--- src/mips_defines.svh ---
`ifndef MIPS_DEFINES_SVH
`define MIPS_DEFINES_SVH

// ---------------------------------------------------------------------------
// Core widths
// ---------------------------------------------------------------------------
`define MIPS_DATA_W     32
`define MIPS_REG_ADDR_W 5

// ---------------------------------------------------------------------------
// Memory map
// ---------------------------------------------------------------------------
`define MIPS_RESET_PC   32'h0040_0000 // Start of the text segment
`define MIPS_DMEM_DEPTH 256           // Data RAM size in words

`endif
--- src/mips_core_pkg.sv ---
`include "mips_defines.svh"

package mips_core_pkg;

	// ---------------------------------------------------------------------------
	// Datapath vectors
	// ---------------------------------------------------------------------------
	typedef logic [`MIPS_DATA_W-1:0]     word_t;
	typedef logic [`MIPS_DATA_W-1:0]     addr_t;    // Byte address
	typedef logic [`MIPS_REG_ADDR_W-1:0] reg_idx_t;

	// ---------------------------------------------------------------------------
	// Operand source for the execute stage
	// ---------------------------------------------------------------------------
	typedef enum logic [1:0] {
		FWD_NONE, // Value read from the register file in D
		FWD_MEM,  // Result of the instruction now in M
		FWD_WB    // Result of the instruction now in W
	} fwd_sel_t;

endpackage

--- src/mips_isa_pkg.sv ---
package mips_isa_pkg;

	typedef logic [5:0] opcode_t; // Instruction bits 31:26
	typedef logic [5:0] funct_t;  // Instruction bits 5:0 for R-type

	// Major opcodes
	localparam opcode_t OP_RTYPE = 6'h00;
	localparam opcode_t OP_J     = 6'h02;
	localparam opcode_t OP_BEQ   = 6'h04;
	localparam opcode_t OP_ADDI  = 6'h08;
	localparam opcode_t OP_LW    = 6'h23;
	localparam opcode_t OP_SW    = 6'h2b;

	// R-type function codes
	localparam funct_t FN_ADD = 6'h20;
	localparam funct_t FN_SUB = 6'h22;
	localparam funct_t FN_AND = 6'h24;
	localparam funct_t FN_OR  = 6'h25;
	localparam funct_t FN_SLT = 6'h2a;

	// ALU operations
	typedef enum logic [2:0] {
		ALU_ADD,
		ALU_SUB, // Also used for the beq compare
		ALU_AND,
		ALU_OR,
		ALU_SLT  // Signed compare
	} alu_op_t;

endpackage

--- src/mips_execute.sv ---
`timescale 1ns/1ps

module mips_execute
	import mips_isa_pkg::*;
	import mips_core_pkg::*;
(
	input  logic     clk,
	input  logic     arst_n,
	input  word_t    rs_data,
	input  word_t    rt_data,
	input  word_t    imm,
	input  alu_op_t  alu_op,
	input  logic     alu_src_imm,
	input  fwd_sel_t fwd_a,
	input  fwd_sel_t fwd_b,
	input  word_t    mem_fwd_data,
	input  word_t    wb_fwd_data,
	output logic     zero,
	output word_t    alu_result_m,
	output word_t    store_data_m
);

	word_t rs_x;
	word_t rt_x;
	word_t imm_x;
	word_t op_a;
	word_t rt_fwd;   // rt after forwarding, also the store data
	word_t op_b;
	word_t alu_y;

	// D/X operand register
	always_ff @(posedge clk) begin
		rs_x  <= rs_data;
		rt_x  <= rt_data;
		imm_x <= imm;
	end

	// ---------------------------------------------------------------------------
	// Operand forwarding
	// ---------------------------------------------------------------------------
	function automatic word_t fwd_mux(
		input fwd_sel_t sel,
		input word_t    reg_val,
		input word_t    m_val,
		input word_t    w_val
	);
		case (sel)
			FWD_MEM: return m_val;
			FWD_WB:  return w_val;
			default: return reg_val;
		endcase
	endfunction

	assign op_a   = fwd_mux(fwd_a, rs_x, mem_fwd_data, wb_fwd_data);
	assign rt_fwd = fwd_mux(fwd_b, rt_x, mem_fwd_data, wb_fwd_data);
	assign op_b   = alu_src_imm ? imm_x : rt_fwd;

	// ---------------------------------------------------------------------------
	// ALU
	// ---------------------------------------------------------------------------
	always_comb begin
		case (alu_op)
			ALU_SUB: alu_y = op_a - op_b;
			ALU_AND: alu_y = op_a & op_b;
			ALU_OR:  alu_y = op_a | op_b;
			ALU_SLT: alu_y = {31'd0, $signed(op_a) < $signed(op_b)};
			default: alu_y = op_a + op_b;
		endcase
	end

	assign zero = (alu_y == '0); // beq takes this with ALU_SUB

	// X/M data register
	always_ff @(posedge clk or negedge arst_n) begin
		if (!arst_n) begin
			alu_result_m <= '0;
			store_data_m <= '0;
		end else begin
			alu_result_m <= alu_y;
			store_data_m <= rt_fwd;
		end
	end

endmodule

--- config.mk ---
export PLATFORM = sky130hd
export DESIGN_NAME = mips_execute
export DESIGN_NICKNAME = d
export VERILOG_FILES = /design/src/mips_core_pkg.sv /design/src/mips_isa_pkg.sv /design/src/mips_execute.sv
export VERILOG_INCLUDE_DIRS = /design/src
export SDC_FILE = /design/constraint.sdc
export NUM_CORES = 1
export LEC_CHECK = 0
export BUFFER_PORTS_ARGS = -buffer_cell sky130_fd_sc_hd__buf_2
export CORE_MARGIN = 3
export CORE_UTILIZATION = 53
export DETAILED_ROUTE_END_ITERATION = 6
export PLACE_DENSITY = 0.83
export SLEW_MARGIN = 20
export SYNTH_ARGS = -nofsm -noshare
export SYNTH_HDL_FRONTEND = slang
export SYNTH_SLANG_ARGS = --single-unit
export TNS_END_PERCENT = 100
--- constraint.sdc ---
create_clock -name clk -period 20.5 [get_ports clk]
set_input_delay 3.075 -clock clk [delete_from_list [all_inputs] [get_ports clk]]
set_output_delay 3.075 -clock clk [all_outputs]
set_load 0.02 [all_outputs]
==> results by group, run 1 <==
CTS
  • Number of clock sinks: 160
  • Clock Latency Late Sink: 440 ps
  • CTS-repair resized insts: 0
  • Number of CTS-inserted buffers: 17
  • Post-CTS setup buffer count: 0
  • CTS tree: built
  • Clock Pin Slew Worst Setup and Hold Paths: 80 ps
  • Total of hold buffers inserted after clock tree synthesis: 0
  • Deepest level of the CTS H-tree: 4
  • Root buffer cell: sky130_fd_sc_hd__clkbuf_16
  • Maximum clock insertion buffer count: 2

Global routing
  • Wire length of the first global-routing pass: 56500 um
  • Initial antenna violation count: 1
  • Maximum number of pins on one net before global-route repair: 65
  • GR Overflow Total: 0
  • Total track usage: 32.8%
  • Vias in the first global route: 10400

Power
  • Pwr/cell area: 89.8 mW/mm^2
  • VDD IR-drop max: 61.9 uV
  • Overall power: 1.13 mW
  • Total leakage power: 6.09 nW

Setup path
  • Reg-to-reg slack, setup: 16110 ps
  • Critical path endpoint category: primary output
  • Type of the worst setup path: in -> out
  • Launching instance or port of the critical path: fwd_a[0]
  • Crit path launch type: input pin
  • WP data required: 17430 ps
  • Critical register-to-register path startpoint: rt_x[3]
  • Worst Path Arrival: 9210 ps
  • Max FO, Critical Path: 64

Yosys
  • Total standard cell area after synthesis: 0.0106 mm^2
  • Sequential cell area fraction in the yosys report: 33.2%
  • Top cell types by occurrence after synthesis: sky130_fd_sc_hd__inv_1, sky130_fd_sc_hd__nand2_1, sky130_fd_sc_hd__ha_1, sky130_fd_sc_hd__nor2_1, sky130_fd_sc_hd__a21oi_1
  • Proportion of register bits with asynchronous set or reset after synthesis: 40.0%
  • Cell types occupying the most area after synthesis: sky130_fd_sc_hd__dfxtp_1, sky130_fd_sc_hd__dfrtp_1, sky130_fd_sc_hd__ha_1
  • Largest area contributor in the synthesized netlist: sky130_fd_sc_hd__dfxtp_1
  • Portion of synthesized cell area occupied by the leading cell type: 18.1%
  • Number of nets produced by synthesis: 1596
  • Dominant cell by count in the synthesized netlist: sky130_fd_sc_hd__inv_1
  • EDFF count, synth: 0
  • Gate count after technology mapping: 1315
  • Mean post-synth cell area: 8.07 um^2
  • Warnings, synthesis: 0
  • Netlist cell types: 80
  • Synthesized flop and latch total: 160
  • Main flop type after synthesis: sky130_fd_sc_hd__dfxtp_1

STA
  • RSZ-0062 raised after global routing: no
  • Final setup violation count: 0
  • Setup skew after layout: 14.4 ps
  • Number of endpoints with negative hold slack in the final report: 0
  • Fmax: 81.4 MHz
  • Pins over their slew limit: 0
  • Worst Tran Pin Value: 1070 ps
  • Minimum period implied by the final worst setup slack: 12290 ps
  • Worst slew slack as a fraction of its limit: 28.5%
  • Setup TNS after final layout: 0 ps
  • Minimum hold slack: 458 ps
  • Min setup slack post-route: 8210 ps
  • Part of the cycle the worst path needs: 59.9%

Floorplanning
  • Die Ht: 148 um
  • Site row count: 51
  • Initial core utilization: 54.2%
  • Area of the die: 0.0218 mm^2
  • Core outline area: 0.0196 mm^2
  • I/O Pins: 235
  • X dimension of the die: 148 um

Final layout
  • Number of nets in the finished design: 1783
  • Fin util: 64.1%
  • Diodes inserted: 0
  • Final Non-Filler Cells: 1780
  • Area growth from synthesis to layout: 18.3%
  • Finished layout cell area: 0.0126 mm^2
  • Fraction of layout cells with a size suffix above 1: 20.4%

Hold path
  • Path category of the worst min-delay check: reg -> reg
  • Hold Path Origin: rt_x[4]

Routing
  • Final Routed Wirelength: 36600 um
  • First-iteration detailed-routing DRC count: 1366
  • Detailed Routing Iterations Pass 1: 6
  • DRT antenna net count: 0
  • Via Count: 11000
  • WL/cell: 20.5 um
  • Routed vias/inst: 6.16
  • Number of remaining DRC errors: 0

Job
  • Max Cap Violations: 0

Placement
  • Final estimated routing congestion in global placement: 1.02
  • Pre-CTS worst setup slack: 8410 ps
  • Post-Place Cell Area: 0.0119 mm^2
  • Cell count after placement: 1748
  • Number of buffer cells added on primary ports: 234
  • Detail Placement HPWL: 27500 um

Status
  • Status: finished, final reports clean
## path summary, 6_finish.rpt
path,end,cells past startpoint
setup / recovery,zero,17
hold / removal,store_data_m[4],2
setup reg to reg,alu_result_m[31],12
hold reg to reg,store_data_m[4],2
max in group asynchronous,store_data_m[8],2
min in group asynchronous,alu_result_m[27],2
## logic make-up (layout without fill, tap and decap cells)
group	Yosys count	count (layout)	synth area share (%)
adder cells (fa/ha/maj)	111	111	13.2
buffers and inverters	208	408	7.39
XOR/XNOR	15	15	1.24
AND/OR/NAND/NOR	363	363	15.9
multiplexers	7	7	0.672
flip-flops	160	160	33.2
AO/OA/AOI/OAI	451	451	28.3
## critical path, cell delays in order
cell	delay (ps)
sky130_fd_sc_hd__buf_2	90
sky130_fd_sc_hd__inv_1	40
sky130_fd_sc_hd__ha_2	1010
sky130_fd_sc_hd__o21ai_0	560
sky130_fd_sc_hd__ha_1	490
sky130_fd_sc_hd__nor2_1	60
sky130_fd_sc_hd__o311ai_0	710
sky130_fd_sc_hd__a21o_1	300
sky130_fd_sc_hd__o31a_1	190
sky130_fd_sc_hd__o221ai_1	180
sky130_fd_sc_hd__a211o_1	310
sky130_fd_sc_hd__a2111oi_0	520
sky130_fd_sc_hd__and4bb_1	290
sky130_fd_sc_hd__or4b_1	420
sky130_fd_sc_hd__or4_1	580
sky130_fd_sc_hd__nor4_2	150
sky130_fd_sc_hd__buf_2	200
## cell usage in the layout (no fill, tap or decap), types with 11 or more instances in the layout
master,n
sky130_fd_sc_hd__buf_2,233
sky130_fd_sc_hd__inv_1,132
sky130_fd_sc_hd__nand2_1,128
sky130_fd_sc_hd__nor2_1,109
sky130_fd_sc_hd__ha_1,107
sky130_fd_sc_hd__a21oi_1,104
sky130_fd_sc_hd__o21ai_0,97
sky130_fd_sc_hd__dfxtp_1,96
sky130_fd_sc_hd__a22oi_1,66
sky130_fd_sc_hd__dfrtp_1,64
sky130_fd_sc_hd__o21a_1,32
sky130_fd_sc_hd__nor3_1,19
sky130_fd_sc_hd__clkbuf_16,17
sky130_fd_sc_hd__a21o_1,16
sky130_fd_sc_hd__nand2b_1,15
sky130_fd_sc_hd__nand3_1,15
sky130_fd_sc_hd__nor2b_1,13
sky130_fd_sc_hd__nor4_1,13
sky130_fd_sc_hd__nand4_1,13
sky130_fd_sc_hd__a211oi_1,12
sky130_fd_sc_hd__o22ai_1,12
sky130_fd_sc_hd__o31ai_1,11
sky130_fd_sc_hd__o211ai_1,11
## cell type report
cell class	count	area [um^2]
fill	1673	7030
multi-input combinational	947	6330
sequential	160	3520
timing repair buffer	243	1240
inverter	133	499
clock buffer	17	425
tap	265	332
clock inverter	15	210
## state kept, by name, indices dropped and copies added (netlist names)
signal and cells:
alu_result_m 32, imm_x 32, store_data_m 32, rt_x 32, rs_x 32
## where the power goes
group          leakage, nW  switching [mW]  internal, mW
clock                0.308           0.158         0.178
sequential            1.59         0.00947         0.347
combinational         4.19           0.287         0.148
## per-layer routing
metal,vias up,track usage (%),part of all wire [%]
li1,5032,-,-
met1,5081,46.8,42
met2,772,48.6,42
met3,82,9.23,12
met4,2,9.79,2.8
met5,-,0,0.036
Power figures use the tool's default switching activity.
==> inputs of run 2 (changes only) <==
Settings changed: ABC_AREA from default to 1, PLACE_DENSITY 0.83 to 0.82.
Clock period 20.5 ns to 12.7 ns, I/O delays scaled along.
==> run 2 against run 1 <==
  * Cell area increased by 10%
  * First-iteration DRC count up 4.5%
  * Via count rose by 16%
  * Sequential power grew 63%
  * Clock skew shrank 1.1 ps
  * Synthesized cell count up 37%
  * Power grew 77%
  * Combinational power increased by 100%
  * Critical path depth increased by 6
  * Sequential cell count unchanged
  * Area after synthesis is 13% higher
  * Count of clock-buffer cells in the layout unchanged
  * Largest power group unchanged
==> results by group, run 2 <==
Setup path
  • Levels on crit path: 23 (+6)
  • R2R cell count: 12 (unchanged)
  • Library cell contributing the largest single delay on the critical path: sky130_fd_sc_hd__ha_1
  • WP data required: 10800 ps (-6630 ps)
  • Largest stage delay on the critical path: 930 ps (-80 ps)
  • Critical register-to-register path startpoint: rs_x[0]
  • Worst Path Arrival: 7040 ps (-2170 ps)
  • Count of buffer and inverter cells on the critical path: 6 (+3)
  • Worst path most repeated cell: sky130_fd_sc_hd__nand3_1
  • Critical path endpoint category: primary output
  • Type of the worst setup path: in -> out
  • CP delay by family, top: adder cells
  • Cell breakdown of the critical path: buf_2 > inv_1 > ha_1 > inv_1 > buf_4 > o21ai_0 > inv_1 > ha_1 > fa_1 > nand3_1 > nand3_1 > nand3_1 > nand3_1 > nand2_1 > nand3_1 > nand3_2 > nand3_2 > nor2_1 > nand2_1 > nor2_1 > nand2_1 > nor2_1 > buf_2
  • Max FO, Critical Path: 27 (-58%)
  • Launching instance or port of the critical path: fwd_a[0]
  • Crit path launch type: input pin

Job
  • Max Cap Violations: 0 (unchanged)

Yosys
  • Largest area contributor in the synthesized netlist: sky130_fd_sc_hd__dfxtp_1
  • Netlist cell types: 45 (-44%)
  • EDFF count, synth: 0 (unchanged)
  • Sequential cell area fraction in the yosys report: 29.4% (-3.8 points)
  • Synthesized flop and latch total: 160 (unchanged)
  • Proportion of register bits with asynchronous set or reset after synthesis: 40.0% (unchanged)
  • Cell types occupying the most area after synthesis: sky130_fd_sc_hd__dfxtp_1, sky130_fd_sc_hd__nand2_1, sky130_fd_sc_hd__dfrtp_1
  • Warnings, synthesis: 0 (unchanged)
  • Main flop type after synthesis: sky130_fd_sc_hd__dfxtp_1
  • Portion of synthesized cell area occupied by the leading cell type: 16.0% (-2.1 points)
  • Top cell types by occurrence after synthesis: sky130_fd_sc_hd__nand2_1, sky130_fd_sc_hd__inv_1, sky130_fd_sc_hd__nor2_1
  • Dominant cell by count in the synthesized netlist: sky130_fd_sc_hd__nand2_1
  • Mean post-synth cell area: 6.64 um^2 (-18%)
  • Total standard cell area after synthesis: 0.0120 mm^2 (+13%)
  • Gate count after technology mapping: 1805 (+37%)
  • Number of nets produced by synthesis: 2086 (+31%)

Floorplanning
  • Site row count: 54 (+5.9%)
  • Core outline area: 0.0220 mm^2 (+12%)
  • Die Ht: 156 um (+6.0%)
  • Initial core utilization: 54.4% (+0.21 points)
  • Area of the die: 0.0244 mm^2 (+12%)
  • X dimension of the die: 156 um (+6.0%)
  • I/O Pins: 235 (unchanged)

Power
  • Net Switching: 0.899 mW (+98%)
  • Share of total power in sequential cells: 29.1% (-2.5 points)
  • Total leakage power: 7.91 nW (+30%)
  • Switching part of the total: 45.0% (+4.7 points)
  • Pwr/cell area: 145 mW/mm^2 (+61%)
  • VDD IR-drop max: 88.8 uV (+44%)
  • Logic pwr share: 44.5% (+6.0 points)
  • Internal power: 1.10 mW (+63%)
  • Part of the total power dissipated in the clock network: 26.4% (-3.5 points)

CTS
  • Number of clock sinks: 160 (unchanged)
  • Post-CTS setup buffer count: 0 (unchanged)
  • Clock Pin Slew Worst Setup and Hold Paths: 70 ps (about the same)
  • CTS-repair resized insts: 0 (unchanged)
  • Clock Latency Late Sink: 440 ps (about the same)
  • Total of hold buffers inserted after clock tree synthesis: 0 (unchanged)
  • Maximum clock insertion buffer count: 2 (unchanged)
  • Deepest level of the CTS H-tree: 4 (unchanged)
  • Number of CTS-inserted buffers: 17 (unchanged)
  • CTS tree: built
  • Root buffer cell: sky130_fd_sc_hd__clkbuf_16

Routing
  • Routed vias/inst: 5.51 (-11%)
  • Final Routed Wirelength: 42500 um (+16%)
  • DRT antenna net count: 0 (unchanged)
  • WL/cell: 18.4 um (-10%)
  • First-iteration detailed-routing DRC count: 1428 (+4.5%)
  • Via Count: 12700 (+16%)
  • Number of remaining DRC errors: 0 (unchanged)
  • Detailed Routing Iterations Pass 1: 6 (unchanged)

Global routing
  • Met1 global-route usage: 49.1% (+2.3 points)
  • Wire length of the first global-routing pass: 65100 um (+15%)
  • Busiest metal layer after global routing: met2
  • GR Layer Usage met2: 51.3% (+2.7 points)
  • Maximum number of pins on one net before global-route repair: 65 (unchanged)
  • Global Route met3 Usage: 9.73% (+0.51 points)
  • Initial antenna violation count: 2 (+1)
  • Total track usage: 34.5% (+1.7 points)
  • GR Overflow Total: 0 (unchanged)
  • Vias in the first global route: 11800 (+13%)

Placement
  • Detail Placement HPWL: 33800 um (+23%)
  • Number of buffer cells added on primary ports: 234 (unchanged)
  • Final estimated routing congestion in global placement: 1.03 (+1.7%)
  • Cell count after placement: 2270 (+30%)

STA
  • Minimum period implied by the final worst setup slack: 8950 ps
  • Worst slew slack as a fraction of its limit: 30.8% (+2.2 points)
  • Worst Tran Pin Value: 1040 ps (-34.5 ps)
  • Setup skew after layout: 13.3 ps (-1.13 ps)
  • Pins over their slew limit: 0 (unchanged)
  • Part of the cycle the worst path needs: 70.5%
  • Setup TNS after final layout: 0 ps (unchanged)
  • RSZ-0062 raised after global routing: no
  • Number of endpoints with negative hold slack in the final report: 0 (unchanged)
  • Final setup violation count: 0 (unchanged)
  • Fmax: 112 MHz

Final layout
  • Fraction of layout cells with a size suffix above 1: 18.5% (-1.9 points)
  • Area growth from synthesis to layout: 15.3%
  • Final Non-Filler Cells: 2304 (+29%)
  • Number of nets in the finished design: 2290 (+28%)
  • Commonest non-fill, non-tap cell in the layout: sky130_fd_sc_hd__nand2_1
  • Fin util: 62.7% (-1.4 points)
  • Commonest cells after routing, fill and taps aside: sky130_fd_sc_hd__nand2_1, sky130_fd_sc_hd__inv_1, sky130_fd_sc_hd__buf_2, sky130_fd_sc_hd__nor2_1, sky130_fd_sc_hd__nand3_1

Hold path
  • Path category of the worst min-delay check: reg -> reg
  • Hold Path Origin: rt_x[16]
  • Instance count along the most critical hold path: 2 (unchanged)

Status
  • Status: finished, final reports clean
run 2: cell types whose count changed after synthesis, moves of 32 or more:
cell,before,now
sky130_fd_sc_hd__a221o_1,6,44
sky130_fd_sc_hd__inv_1,132,350
sky130_fd_sc_hd__nand3_1,15,115
sky130_fd_sc_hd__a22oi_1,66,0
sky130_fd_sc_hd__nand2_1,128,495
sky130_fd_sc_hd__o21a_1,32,0
run 2: per-layer routing:
layer | vias to the layer above | share of wire, %
met5 | - | 0
met4 | 0 | 2.6
met3 | 85 | 12
met2 | 761 | 43
met1 | 5811 | 43
li1 | 6033 | -
run 2: logic make-up (layout without fill, tap and decap cells):
group                    after synthesis  count (layout)  share of synthesized area (%)
flip-flops                           160             160                           29.4
AO/OA/AOI/OAI                        265             265                           13.6
other                                  0               2                              0
XOR/XNOR                               9               9                          0.658
AND/OR/NAND/NOR                      826             826                           29.9
buffers and inverters                434             651                           14.7
adder cells (fa/ha/maj)              111             111                           11.7
run 2: cell type report:
class / instances / area [um^2]
inverter: 375 / 1410
clock inverter: 15 / 154
fill: 2064 / 8210
multi-input combinational: 1211 / 6710
sequential: 160 / 3520
tap: 280 / 350
clock buffer: 17 / 425
timing repair buffer: 244 / 1250
antenna: 2 / 5.00
run 2: through the flow:
stage,power (mW),hold slack (ps),instance area [um^2],worst slack [ps]
after global routing,2.11,503,13800,3490
after global placement,1.45,457,13200,4030
final,2.00,476,13800,3750
after detailed placement,1.45,460,13200,4000
after floorplan,1.19,435,12000,5730
after CTS,1.97,474,13800,3980
run 2: path summary, 6_finish.rpt:
path                                     to  slack, ps
max                                    zero       3750
min                        store_data_m[16]        480
max reg2reg                alu_result_m[28]       9720
min reg2reg                store_data_m[16]        480
max in group asynchronous  alu_result_m[23]      10430
min in group asynchronous   store_data_m[5]       1660
run 2: worst register-to-register path, cell delays in order (launching register included):
cell and delay, ps:
sky130_fd_sc_hd__dfxtp_1 310, sky130_fd_sc_hd__o21ai_0 570, sky130_fd_sc_hd__inv_1 100, sky130_fd_sc_hd__ha_1 290
sky130_fd_sc_hd__fa_1 500, sky130_fd_sc_hd__nand3_1 110, sky130_fd_sc_hd__nand3_1 170, sky130_fd_sc_hd__nand3_1 130
sky130_fd_sc_hd__nand3_1 110, sky130_fd_sc_hd__nand2_1 200, sky130_fd_sc_hd__nand3_1 120, sky130_fd_sc_hd__nand3_2 100
sky130_fd_sc_hd__nand3_2 120
run 2: power by group through the flow:
stage               combinational [mW]  clock (mW)  sequential (mW)
global placement                 0.853           0            0.592
global route                     0.976       0.549            0.587
CTS                              0.867       0.524            0.581
finish                           0.889       0.526            0.581
floorplan                        0.545           0            0.650
detailed placement               0.862           0            0.591
==> inputs of run 3 (changes only) <==
Settings changed: CORE_UTILIZATION 53 to 51, PLACE_DENSITY 0.82 to 0.83.
Clock period 12.7 ns to 8.01 ns, I/O delays scaled along.
==> run 3 against run 2 <==
  * Power increased by 59%
  * Combinational power grew 57%
  * Die area increased by 3.8%
  * Sequential share of layout area decreased by 0.21 points
  * Utilization down 1.7 points
  * Via count is 1.9% lower
  * Cell area grew 0.83%
  * Wire length fell by 1.8%
==> results by group, run 3 (synthesis results as in run 2) <==
Final layout
  • Area growth from synthesis to layout: 16.3%
  • Number of nets in the finished design: 2295 (+0.22%)
  • Fraction of layout cells with a size suffix above 1: 18.7% (+0.20 points)
  • Commonest cells after routing, fill and taps aside: sky130_fd_sc_hd__nand2_1, sky130_fd_sc_hd__inv_1, sky130_fd_sc_hd__buf_2, sky130_fd_sc_hd__nor2_1, sky130_fd_sc_hd__nand3_1
  • Final Non-Filler Cells: 2342 (+1.6%)
  • Commonest non-fill, non-tap cell in the layout: sky130_fd_sc_hd__nand2_1
  • Finished layout cell area: 0.0139 mm^2 (+0.83%)

Hold path
  • Path category of the worst min-delay check: reg -> reg

STA
  • Setup skew after layout: 22.9 ps (+9.61 ps)
  • Fmax: 149 MHz
  • Part of the cycle the worst path needs: 83.9%
  • Minimum period implied by the final worst setup slack: 6720 ps
  • Final setup violation count: 0 (unchanged)
  • RSZ-0062 raised after global routing: no
  • Worst slew slack as a fraction of its limit: 26.4% (-4.3 points)
  • Setup TNS after final layout: 0 ps (unchanged)
  • Worst Tran Pin Value: 1100 ps (+66.1 ps)
  • Minimum hold slack: 477 ps (+1.03 ps)
  • Number of endpoints with negative hold slack in the final report: 0 (unchanged)
  • Pins over their slew limit: 0 (unchanged)

Floorplanning
  • Site row count: 55 (+1.9%)
  • I/O Pins: 235 (unchanged)
  • Area of the die: 0.0254 mm^2 (+3.8%)
  • X dimension of the die: 159 um (+1.9%)
  • Initial core utilization: 52.4% (-2.0 points)
  • Core outline area: 0.0228 mm^2 (+3.7%)
  • Die Ht: 159 um (+1.9%)

Setup path
  • Type of the worst setup path: in -> out
  • Max FO, Critical Path: 21 (-22%)
  • Critical path endpoint category: primary output
  • Worst Path Arrival: 5520 ps (-1520 ps)
  • WP data required: 6810 ps (-3990 ps)
  • CP delay by family, top: simple AND/OR/NAND/NOR gates
  • Crit path launch type: input pin
  • Worst path most repeated cell: sky130_fd_sc_hd__nand2_1
  • Largest stage delay on the critical path: 550 ps (-380 ps)
  • Count of buffer and inverter cells on the critical path: 6 (unchanged)
  • Library cell contributing the largest single delay on the critical path: sky130_fd_sc_hd__ha_1
  • Reg-to-reg slack, setup: 5000 ps (-4720 ps)

CTS
  • CTS tree: built
  • Total of hold buffers inserted after clock tree synthesis: 0 (unchanged)
  • Clock Pin Slew Worst Setup and Hold Paths: 70 ps (about the same)
  • Post-CTS setup buffer count: 0 (unchanged)
  • CTS-repair resized insts: 0 (unchanged)
  • Root buffer cell: sky130_fd_sc_hd__clkbuf_16
  • Number of clock sinks: 160 (unchanged)
  • Maximum clock insertion buffer count: 2 (unchanged)
  • Clock Latency Late Sink: 460 ps (+20 ps)
  • Number of CTS-inserted buffers: 17 (unchanged)
  • Deepest level of the CTS H-tree: 4 (unchanged)

Routing
  • Routed vias/inst: 5.32 (-3.5%)
  • DRT antenna net count: 0 (unchanged)
  • Via Count: 12400 (-1.9%)
  • Final Routed Wirelength: 41700 um (-1.8%)
  • Detailed Routing Iterations Pass 1: 6 (unchanged)
  • Number of remaining DRC errors: 0 (unchanged)
  • First-iteration detailed-routing DRC count: 1483 (+3.9%)
  • WL/cell: 17.8 um (-3.4%)

Power
  • VDD IR-drop max: 134 uV (+50%)
  • Net Switching: 1.43 mW (+59%)
  • Share of total power in sequential cells: 28.9% (-0.2 points)
  • Total leakage power: 7.95 nW (+0.41%)
  • Pwr/cell area: 228 mW/mm^2 (+58%)
  • Switching part of the total: 44.8% (-0.20 points)
  • Internal power: 1.76 mW (+60%)
  • Logic pwr share: 43.9% (-0.6 points)
  • Part of the total power dissipated in the clock network: 27.2% (+0.8 points)

Placement
  • Detail Placement HPWL: 33600 um (-0.82%)
  • Post-Place Cell Area: 0.0133 mm^2 (+0.63%)
  • Number of buffer cells added on primary ports: 234 (unchanged)
  • Cell count after placement: 2308 (+1.7%)
  • Final estimated routing congestion in global placement: 1.00 (-3.0%)

Global routing
  • Initial antenna violation count: 2 (unchanged)
  • Total track usage: 32.0% (-2.5 points)
  • GR Overflow Total: 0 (unchanged)
  • Wire length of the first global-routing pass: 63700 um (-2.2%)
  • Vias in the first global route: 11500 (-2.6%)
  • Maximum number of pins on one net before global-route repair: 65 (unchanged)

Status
  • Status: finished, final reports clean

Job
  • Max Cap Violations: 0 (unchanged)
## run 3: routing by layer
metal	vias to the layer above	track usage [%]	routed length (um)
met2	706	48.6	17700
met3	58	6.32	4550
met5	-	0	0
li1	6035	-	-
met4	0	8.71	975
met1	5649	46.5	18400
## run 3: worst paths after layout
path	end	cells past startpoint	from
max in group asynchronous	alu_result_m[27]	2	arst_n
worst max register to register	alu_result_m[0]	16	rt_x[22]
worst max-delay path	zero	25	fwd_b[0]
min in group asynchronous	store_data_m[13]	2	arst_n
worst min-delay path	store_data_m[16]	2	rt_x[16]
worst min register to register	store_data_m[16]	2	rt_x[16]
## run 3: final cells by class
| type | count | area [um^2] |
|---|---|---|
| clock buffers | 18 | 439 |
| inverters | 375 | 1410 |
| multi-input cells | 1211 | 6710 |
| fillers | 2199 | 8910 |
| repair buffers | 249 | 1280 |
| well taps | 313 | 392 |
| clock inverters | 14 | 171 |
| diodes | 2 | 5.00 |
| flip-flops and latches | 160 | 3520 |
## run 3: worst register-to-register path, cell delays in order (launching register included)
cell	delay, ps
sky130_fd_sc_hd__dfxtp_1	310
sky130_fd_sc_hd__nor2_1	100
sky130_fd_sc_hd__a21oi_1	60
sky130_fd_sc_hd__o21ai_0	720
sky130_fd_sc_hd__ha_1	430
sky130_fd_sc_hd__inv_1	110
sky130_fd_sc_hd__nand2_1	100
sky130_fd_sc_hd__nor2_2	200
sky130_fd_sc_hd__nand2_1	120
sky130_fd_sc_hd__nor4_1	240
sky130_fd_sc_hd__nand2_1	120
sky130_fd_sc_hd__nand2_1	80
sky130_fd_sc_hd__nand2_1	50
sky130_fd_sc_hd__nand3_1	80
sky130_fd_sc_hd__nand2_1	50
sky130_fd_sc_hd__nand2_1	80
sky130_fd_sc_hd__inv_1	70
## run 3: metrics by stage
step           power [mW]  worst slack, ps  util, %
2_1_floorplan        1.89             2450        -
3_3_place_gp         2.28             1470     58.3
3_5_place_dp         2.30             1470     58.3
4_1_cts              3.15             1450     61.0
5_1_grt              3.36              998     61.0
6_report             3.18             1290     61.0
## run 3: power groups by stage
stage	combinational [mW]	sequential [mW]	clock, mW
final	1.40	0.919	0.864
after global routing	1.53	0.929	0.904
after CTS	1.37	0.920	0.860
after detailed placement	1.36	0.935	0
after global placement	1.35	0.935	0
after floorplan	0.864	1.03	0
